--- src/logic/datapath_settings.svh ---
// datapath sizing constants shared by the package and the RTL blocks
`ifndef DATAPATH_SETTINGS_SVH
`define DATAPATH_SETTINGS_SVH

// width of the bus, the registers and each ALU operand
`define DP_WORD_WIDTH 32

// general register file depth, select width is derived from it
`define DP_REG_COUNT 16

// shift-and-add iterations of the multiplier, one per operand bit
`define DP_MUL_STEPS `DP_WORD_WIDTH

`endif

--- src/logic/datapathPkg.sv ---
// datapath package with the word types, ALU opcodes and strobe structs
`default_nettype none

`include "datapath_settings.svh"

package datapathPkg;

    typedef logic [`DP_WORD_WIDTH-1:0]       word_t;   // bus and register value
    typedef logic [2*`DP_WORD_WIDTH-1:0]     dword_t;  // full ALU result into RZ
    typedef logic [$clog2(`DP_REG_COUNT)-1:0] regSel_t;

    // opcodes as presented on opSelect
    typedef enum logic [4:0] {
        opAdd = 5'b00011,
        opSub = 5'b00100,
        opAnd = 5'b00101,
        opOr  = 5'b00110,
        opMul = 5'b01110,
        opShl = 5'b11000,
        opShr = 5'b11001
    } aluOp_t;

    // out-strobes, at most one high in any cycle
    typedef struct packed {
        logic rf;
        logic pc;
        logic ir;
        logic ry;
        logic mdr;
        logic rzLo;
        logic rzHi;
        logic mar;
        logic hi;
        logic lo;
    } busSource_t;

    // load strobes plus the PC increment and the memory read select
    typedef struct packed {
        logic rf;
        logic pc;
        logic ir;
        logic ry;
        logic rz;
        logic mar;
        logic mdr;
        logic hi;
        logic lo;
        logic incPc;
        logic read;   // MDR takes mdataIn instead of the bus
    } regLoad_t;

endpackage

`default_nettype wire

--- src/logic/registerFile.sv ---
// general register file, sixteen words with one shared read/write select
`timescale 1ns/1ps
`default_nettype none

`include "datapath_settings.svh"

module registerFile (
    input  logic               Clock,
    input  logic               rstN,
    input  datapathPkg::regSel_t regSel,
    input  logic               write,
    input  datapathPkg::word_t dataIn,
    output datapathPkg::word_t dataOut
);
    import datapathPkg::*;

    word_t regs [`DP_REG_COUNT];

    always_ff @(posedge Clock or negedge rstN) begin
        if (!rstN) begin
            for (int i = 0; i < `DP_REG_COUNT; i++) begin
                regs[i] <= '0;
            end
        end else if (write) begin
            regs[regSel] <= dataIn;   // bus value into the selected entry
        end
    end

    // read port shares the write select, so the bus sees the old value
    // until the edge that writes it
    assign dataOut = regs[regSel];

endmodule

`default_nettype wire

--- src/logic/specialRegisters.sv ---
// named datapath registers: PC with incrementer, IR, MAR, MDR, HI, LO, RY and RZ
`timescale 1ns/1ps
`default_nettype none

module specialRegisters (
    input  logic                  Clock,
    input  logic                  rstN,
    input  datapathPkg::regLoad_t loadSel,
    input  datapathPkg::word_t    bus,
    input  datapathPkg::word_t    mdataIn,
    input  datapathPkg::dword_t   aluResult,
    output datapathPkg::word_t    pc,
    output datapathPkg::word_t    ir,
    output datapathPkg::word_t    mar,
    output datapathPkg::word_t    mdr,
    output datapathPkg::word_t    hi,
    output datapathPkg::word_t    lo,
    output datapathPkg::word_t    ry,
    output datapathPkg::word_t    rzLo,
    output datapathPkg::word_t    rzHi
);
    import datapathPkg::*;

    word_t mdrNext;

    // memory word or bus into MDR
    assign mdrNext = loadSel.read ? mdataIn : bus;

    always_ff @(posedge Clock or negedge rstN) begin
        if (!rstN) begin
            pc   <= '0;
            ir   <= '0;
            mar  <= '0;
            mdr  <= '0;
            hi   <= '0;
            lo   <= '0;
            ry   <= '0;
            rzLo <= '0;
            rzHi <= '0;
        end else begin
            if (loadSel.pc) begin
                pc <= bus;              // a jump wins over the increment
            end else if (loadSel.incPc) begin
                pc <= pc + word_t'(1);
            end

            if (loadSel.ir) begin
                ir <= bus;
            end
            if (loadSel.mar) begin
                mar <= bus;
            end
            if (loadSel.mdr) begin
                mdr <= mdrNext;
            end
            if (loadSel.hi) begin
                hi <= bus;
            end
            if (loadSel.lo) begin
                lo <= bus;
            end
            if (loadSel.ry) begin
                ry <= bus;              // operand A latch for the ALU
            end
            if (loadSel.rz) begin
                {rzHi, rzLo} <= aluResult;
            end
        end
    end

    // the controller must never ask for a PC load and an increment in one step
    pcLoadOrIncrement: assert property (
        @(posedge Clock) disable iff (!rstN)
        !(loadSel.pc && loadSel.incPc)
    ) else $error("PC load and incPc high in the same cycle");

endmodule

`default_nettype wire

--- src/logic/busMux.sv ---
// single bus multiplexer, drives the bus from the one selected register
`timescale 1ns/1ps
`default_nettype none

module busMux (
    input  logic                    Clock,   // sampling clock for the check below
    input  datapathPkg::busSource_t outSel,
    input  datapathPkg::word_t      rf,
    input  datapathPkg::word_t      pc,
    input  datapathPkg::word_t      ir,
    input  datapathPkg::word_t      ry,
    input  datapathPkg::word_t      mdr,
    input  datapathPkg::word_t      rzLo,
    input  datapathPkg::word_t      rzHi,
    input  datapathPkg::word_t      mar,
    input  datapathPkg::word_t      hi,
    input  datapathPkg::word_t      lo,
    output datapathPkg::word_t      bus
);

    // bus idles at zero when nothing drives it
    always_comb begin
        bus = '0;
        if (outSel.rf) begin
            bus = rf;
        end else if (outSel.pc) begin
            bus = pc;
        end else if (outSel.ir) begin
            bus = ir;
        end else if (outSel.ry) begin
            bus = ry;
        end else if (outSel.mdr) begin
            bus = mdr;
        end else if (outSel.rzLo) begin
            bus = rzLo;
        end else if (outSel.rzHi) begin
            bus = rzHi;
        end else if (outSel.mar) begin
            bus = mar;
        end else if (outSel.hi) begin
            bus = hi;
        end else if (outSel.lo) begin
            bus = lo;
        end
    end

    // two drivers at once would be a bus fight on real hardware
    singleBusDriver: assert property (
        @(posedge Clock) $onehot0(outSel)
    ) else $error("more than one bus out-strobe high: %b", outSel);

endmodule

`default_nettype wire

--- src/logic/alu.sv ---
// ALU with single-cycle logic/arithmetic, bit-serial shifts and shift-and-add multiply
`timescale 1ns/1ps
`default_nettype none

`include "datapath_settings.svh"

module alu (
    input  logic                Clock,
    input  logic                rstN,
    input  datapathPkg::aluOp_t opSelect,
    input  logic                start,
    input  datapathPkg::word_t  a,
    input  datapathPkg::word_t  b,
    output datapathPkg::dword_t result,
    output logic                finished
);
    import datapathPkg::*;

    localparam int wordWidth  = `DP_WORD_WIDTH;
    localparam int countWidth = $clog2(`DP_MUL_STEPS);   // also covers the shift amount

    typedef enum logic [1:0] {
        idle,
        shifting,
        multiplying
    } aluState_t;

    aluState_t             state;
    logic [countWidth-1:0] stepCount;      // steps left, finish when it hits one
    logic [countWidth-1:0] shiftAmount;
    word_t                 mcand;          // multiplicand, A at start
    logic                  shiftLeft;      // direction latched at start
    logic                  leftDir;
    word_t                 shiftSrc;
    word_t                 shifted;
    word_t                 simpleResult;

    // one shift-and-add step, low half holds the remaining multiplier bits
    function automatic dword_t mulStep(dword_t prod, word_t m);
        logic [wordWidth:0] sum;
        if (prod[0]) begin
            sum = {1'b0, prod[2*wordWidth-1:wordWidth]} + {1'b0, m};
        end else begin
            sum = {1'b0, prod[2*wordWidth-1:wordWidth]};
        end
        return {sum, prod[wordWidth-1:1]};
    endfunction

    assign shiftAmount = b[countWidth-1:0];

    // one shared single-bit shifter, fed from A at start and from the result after
    assign shiftSrc = (state == idle) ? a : result[wordWidth-1:0];
    assign leftDir  = (state == idle) ? (opSelect == opShl) : shiftLeft;
    assign shifted  = leftDir ? (shiftSrc << 1) : (shiftSrc >> 1);

    always_comb begin
        case (opSelect)
            opAdd:   simpleResult = a + b;   // wraps at word width
            opSub:   simpleResult = a - b;
            opAnd:   simpleResult = a & b;
            opOr:    simpleResult = a | b;
            default: simpleResult = '0;
        endcase
    end

    always_ff @(posedge Clock or negedge rstN) begin
        if (!rstN) begin
            state     <= idle;
            stepCount <= '0;
            mcand     <= '0;
            shiftLeft <= 1'b0;
            result    <= '0;
            finished  <= 1'b0;
        end else begin
            finished <= 1'b0;
            case (state)
                idle: begin
                    if (start) begin
                        mcand     <= a;
                        shiftLeft <= (opSelect == opShl);
                        if (opSelect == opMul) begin
                            // first step happens on the start edge
                            result    <= mulStep({{wordWidth{1'b0}}, b}, a);
                            stepCount <= countWidth'(`DP_MUL_STEPS - 1);
                            state     <= multiplying;
                        end else if (opSelect == opShl || opSelect == opShr) begin
                            if (shiftAmount == '0) begin
                                result   <= {{wordWidth{1'b0}}, a};
                                finished <= 1'b1;
                            end else if (shiftAmount == countWidth'(1)) begin
                                result   <= {{wordWidth{1'b0}}, shifted};
                                finished <= 1'b1;
                            end else begin
                                result    <= {{wordWidth{1'b0}}, shifted};
                                stepCount <= shiftAmount - 1'b1;
                                state     <= shifting;
                            end
                        end else begin
                            result   <= {{wordWidth{1'b0}}, simpleResult};
                            finished <= 1'b1;
                        end
                    end
                end
                shifting: begin
                    result    <= {{wordWidth{1'b0}}, shifted};
                    stepCount <= stepCount - 1'b1;
                    if (stepCount == countWidth'(1)) begin
                        finished <= 1'b1;
                        state    <= idle;
                    end
                end
                multiplying: begin
                    result    <= mulStep(result, mcand);
                    stepCount <= stepCount - 1'b1;
                    if (stepCount == countWidth'(1)) begin
                        finished <= 1'b1;   // 32nd step done
                        state    <= idle;
                    end
                end
                default: state <= idle;
            endcase
        end
    end

    // a new start may only come once the previous operation has finished
    noStartWhileBusy: assert property (
        @(posedge Clock) disable iff (!rstN)
        start |-> (state == idle)
    ) else $error("ALU start while busy");

endmodule

`default_nettype wire

--- src/logic/dataPath.sv ---
// single-bus datapath top, ties the register file, special registers, bus and ALU
`timescale 1ns/1ps
`default_nettype none

module dataPath (
    input  logic                    Clock,
    input  logic                    rstN,
    input  datapathPkg::busSource_t outSel,
    input  datapathPkg::regLoad_t   loadSel,
    input  datapathPkg::regSel_t    regSel,
    input  datapathPkg::aluOp_t     opSelect,
    input  logic                    start,
    input  datapathPkg::word_t      mdataIn,
    output datapathPkg::word_t      busOut,
    output logic                    finished
);
    import datapathPkg::*;

    word_t  rfOut;
    word_t  pc;
    word_t  ir;
    word_t  mar;
    word_t  mdr;
    word_t  hi;
    word_t  lo;
    word_t  ry;
    word_t  rzLo;
    word_t  rzHi;
    dword_t aluResult;

    registerFile u_registerFile (
        .Clock   (Clock),
        .rstN    (rstN),
        .regSel  (regSel),
        .write   (loadSel.rf),
        .dataIn  (busOut),
        .dataOut (rfOut)
    );

    specialRegisters u_specialRegisters (
        .Clock     (Clock),
        .rstN      (rstN),
        .loadSel   (loadSel),
        .bus       (busOut),
        .mdataIn   (mdataIn),
        .aluResult (aluResult),
        .pc        (pc),
        .ir        (ir),
        .mar       (mar),
        .mdr       (mdr),
        .hi        (hi),
        .lo        (lo),
        .ry        (ry),
        .rzLo      (rzLo),
        .rzHi      (rzHi)
    );

    busMux u_busMux (
        .Clock  (Clock),
        .outSel (outSel),
        .rf     (rfOut),
        .pc     (pc),
        .ir     (ir),
        .ry     (ry),
        .mdr    (mdr),
        .rzLo   (rzLo),
        .rzHi   (rzHi),
        .mar    (mar),
        .hi     (hi),
        .lo     (lo),
        .bus    (busOut)
    );

    // operand A from RY, operand B straight off the bus
    alu u_alu (
        .Clock    (Clock),
        .rstN     (rstN),
        .opSelect (opSelect),
        .start    (start),
        .a        (ry),
        .b        (busOut),
        .result   (aluResult),
        .finished (finished)
    );

endmodule

`default_nettype wire

--- config.mk ---
export PLATFORM = sky130hd
export DESIGN_NAME = dataPath
export DESIGN_NICKNAME = d
export VERILOG_FILES = /design/src/logic/datapathPkg.sv /design/src/logic/registerFile.sv /design/src/logic/specialRegisters.sv /design/src/logic/busMux.sv /design/src/logic/alu.sv /design/src/logic/dataPath.sv
export VERILOG_INCLUDE_DIRS = /design/src /design/src/logic
export SDC_FILE = /design/constraint.sdc
export NUM_CORES = 2
export LEC_CHECK = 0
export BUFFER_PORTS_ARGS = -buffer_cell sky130_fd_sc_hd__buf_4
export CORE_UTILIZATION = 40
export CTS_CLUSTER_SIZE = 14
export DETAILED_ROUTE_END_ITERATION = 7
export HOLD_SLACK_MARGIN = 0.08
export SKIP_LAST_GASP = 1
export SLEW_MARGIN = 20
export SYNTH_ARGS = -nofsm -noshare
export SYNTH_HDL_FRONTEND = slang
export SYNTH_SLANG_ARGS = --single-unit
--- constraint.sdc ---
create_clock -name Clock -period 4.85 [get_ports Clock]
set_input_delay 0.485 -clock Clock [delete_from_list [all_inputs] [get_ports Clock]]
set_output_delay 0.485 -clock Clock [all_outputs]
set_load 0.01 [all_outputs]
==> run metrics <==
cell type with the largest total area after synthesis dfrtp_1; Sequential Power Share 39.9%; drt drc 0; GP Congestion 0.954; Die Ht 347 µm; Max Clock Skew 0.0305 ns; Final Cycle Share 99.8%; H-tree levels 3; DR WL/cell 24.2 µm; clock latency on the worst-skew pair 0.71 ns; most frequent cell after synthesis dfrtp_1; Fin. Hold Viols 0; Post-synth EDFFs 0; Combinational Power Share 31.7%; CTS tree done; worst hold slack 0.110 ns; total power 27.9 mW; Sw Ratio 35.2%; crit path time final 4.84 ns; max_cap viols 0; Synth Register Bits 905; Lkg Pwr 25.1 nW; Post-Syn Area 0.0476 mm²; Inserted Clock Buffers 98; initial DRC count 3788; Crit Path Category flip-flop to flip-flop; Avg Vias per Cell 5.86; DR pass1 iterations 7; power per cell area 494 mW/mm²; Slew @ Worst Pin 0.936 ns; slew margin rel. 37.3%; Routed Antenna Nets 0; fin cells 6689; CTS Buffer Depth 3; CP Max Fanout 3; Syn Inst Count 4827; clock power share 28.4%; # IOs 98; Filler Cell Count 10933; area growth from synthesis to layout 18.4%; fin. max-slew vios 0; largest net degree at the start of global routing 117; total congestion overflow 0; placed cell count 6489; Worst Setup End Kind flip-flop; vias in the first global route 38540; synth top area cells dfrtp_1 (48%), o21ai_0 (7.7%), mux2_2 (5.9%), nand2_1 (5.7%), mux4_2 (3.6%); total track usage 26.6%; Synth top area share 47.6%; switching pwr 9.80 mW; buffers added on ports 97; Placement Rows 126; Warnings, synthesis 0; worst path required time 5.47 ns; synth cell count leaders dfrtp_1 (905), o21ai_0 (729), nand2_1 (722), clkbuf_1 (340), a21oi_1 (298); Peak Freq 207 MHz; vias 39219; library cells used by synthesis 93; overall die width 347 µm; first-pass GRT wire length 246000 µm; Avg Cell Area, Syn 9.87 µm²; Final #Nets 5222; Final HPWL DP 114000 µm; CTS Root Cell clkbuf_16; unrepaired setup endpoints after global routing yes; Initial Util 40.3%; Synth async-reset ratio 100%; drt total wl 162000 µm; die footprint 0.120 mm²; clock sink count 905; Syn Nets 4970; ys flop type dfrtp_1; WP data arrival 5.46 ns; min-delay worst type input pin to flip-flop; P_int 18.1 mW; post-synthesis sequential area ratio 47.6%; share of layout cells above drive strength 1 23.2%; Worst Setup Start Kind flip-flop; number of setup violations in the final report 0; Final Util 47.7%; Clock transition at path regs 0.07 ns; Core Region 0.118 mm²; maximum VDD drop 0.000276 V; status finished, final reports clean; initial antenna violation count 3
==> what timing repair did <==
item,4_1_cts,5_1_grt
setup endpoints to repair,16,18
pin swaps,21,38
hold buffers,6,0
resized for setup,36,59
buffers inserted,11,12
hold endpoints to repair,74,0
==> power by group through the flow <==
| stage | Combinational, mW | Sequential, mW | Clock [mW] |
|---|---|---|---|
| after floorplan | 5.70 | 10.5 | 0 |
| after global placement | 8.31 | 11.1 | 0 |
| after detailed placement | 8.46 | 11.2 | 0 |
| after CTS | 8.60 | 11.1 | 8.01 |
| after global routing | 9.65 | 11.3 | 8.30 |
| final | 8.83 | 11.1 | 7.91 |
==> flip-flops by register name, indices dropped and copies added (netlist names) <==
name	count
u_alu.finished	1
u_alu.mcand	32
u_alu.result	64
u_alu.shiftLeft	1
u_alu.state	2
u_alu.stepCount	5
u_registerFile.regs	512
u_specialRegisters.hi	32
u_specialRegisters.ir	32
u_specialRegisters.lo	32
u_specialRegisters.mar	32
u_specialRegisters.mdr	32
u_specialRegisters.pc	32
u_specialRegisters.ry	32
u_specialRegisters.rzHi	32
u_specialRegisters.rzLo	32
==> logic make-up (layout without fill, tap and decap cells) <==
group                      Yosys count  in the layout  synth area share (%)
buffers and inverters              518            841                  4.60
AOI/OAI and AO/OA                 1470           1470                  18.4
other                                0              3                     0
muxes                              482            482                  14.0
and+or+nand+nor                   1270           1270                  11.5
DFF                                905            905                  47.6
adders and majority gates           78             78                  2.08
xor gates and xnor gates           104            104                  1.91
==> layer usage <==
layer	wire, µm	part of all wire, %	GRT usage [%]	vias to the layer above
li1	-	-	-	17797
met1	72000	44	37.5	19638
met2	73700	45	41.8	1457
met3	11000	6.8	4.31	327
met4	5450	3.4	8.70	0
met5	0	0	0	-
==> worst paths after layout <==
kind | depth (start not counted) | end | startpoint | slack, ns
setup / recovery | 21 | u_alu.result[30] | u_registerFile.regs[12] | 0.01
hold / removal | 3 | u_specialRegisters.mdr[0] | mdataIn[0] | 0.11
setup reg to reg | 21 | u_alu.result[30] | u_registerFile.regs[12] | 0.01
hold reg to reg | 2 | u_registerFile.regs[181] | u_registerFile.regs[181] | 0.47
max in group asynchronous | 3 | u_registerFile.regs[69] | rstN | 3.18
min in group asynchronous | 2 | u_specialRegisters.rzHi[19] | rstN | 0.39
==> critical path, stage by stage (launching register included) <==
cell      delay, ns
dfrtp_1        0.40
mux4_2         0.47
mux2_4         0.29
a221oi_2       0.24
buf_4          0.18
a311oi_4       0.05
nor4_4         0.33
nand4_4        0.17
nor4_4         0.27
and2_4         0.23
a21oi_2        0.06
xnor2_1        0.13
ha_1           0.32
buf_4          0.15
buf_4          0.12
a31o_2         0.25
a41o_1         0.21
or3_4          0.36
a31oi_4        0.15
mux2i_1        0.20
nand2_1        0.07
a21oi_1        0.12
==> cell usage in the layout, fill, tap and decap left out, drive strengths merged, types with 18 or more instances in the layout <==
master,synthesis,final
dfrtp,905,905
nor2,274,274
o221ai,34,34
a21oi,299,299
a21o,23,23
mux2,252,252
nand2,722,722
ha,76,76
and3,21,21
xnor2,75,75
inv,96,98
o22ai,42,42
a221oi,88,88
a221o,21,21
nor2b,30,30
a22oi,27,27
clkbuf,340,128
o21ai,730,730
nand2b,35,35
clkinv,11,36
nand3b,18,18
buf,70,557
nor3,37,37
nand3,52,52
a31oi,28,28
o211ai,24,24
a211oi,26,26
mux4,111,111
xor2,29,29
mux2i,119,119
==> final cells by class <==
type	count	area, µm²	area share [%]
antenna	3	7.51	0.0133
clock inverter	43	604	1.07
sequential	905	22600	40.2
multi-input combinational	3404	23500	41.6
inverter	107	407	0.721
tap	1536	1920	3.41
clock buffer	128	2780	4.93
timing repair buffer	563	4550	8.07
==> per-stage QoR <==
| step | instance area [µm²] | setup slack (ns) | setup TNS [ns] |
|---|---|---|---|
| 2_1_floorplan | 47800 | -0.393 | -2.37 |
| 3_3_place_gp | 52400 | -0.568 | -6.25 |
| 3_5_place_dp | 52400 | -0.656 | -7.85 |
| 4_1_cts | 56100 | -0.0241 | -0.0317 |
| 5_1_grt | 56400 | -0.244 | -2.04 |
| 6_report | 56400 | 0.0112 | 0 |
Note: power is estimated with default switching activity, not from simulation.
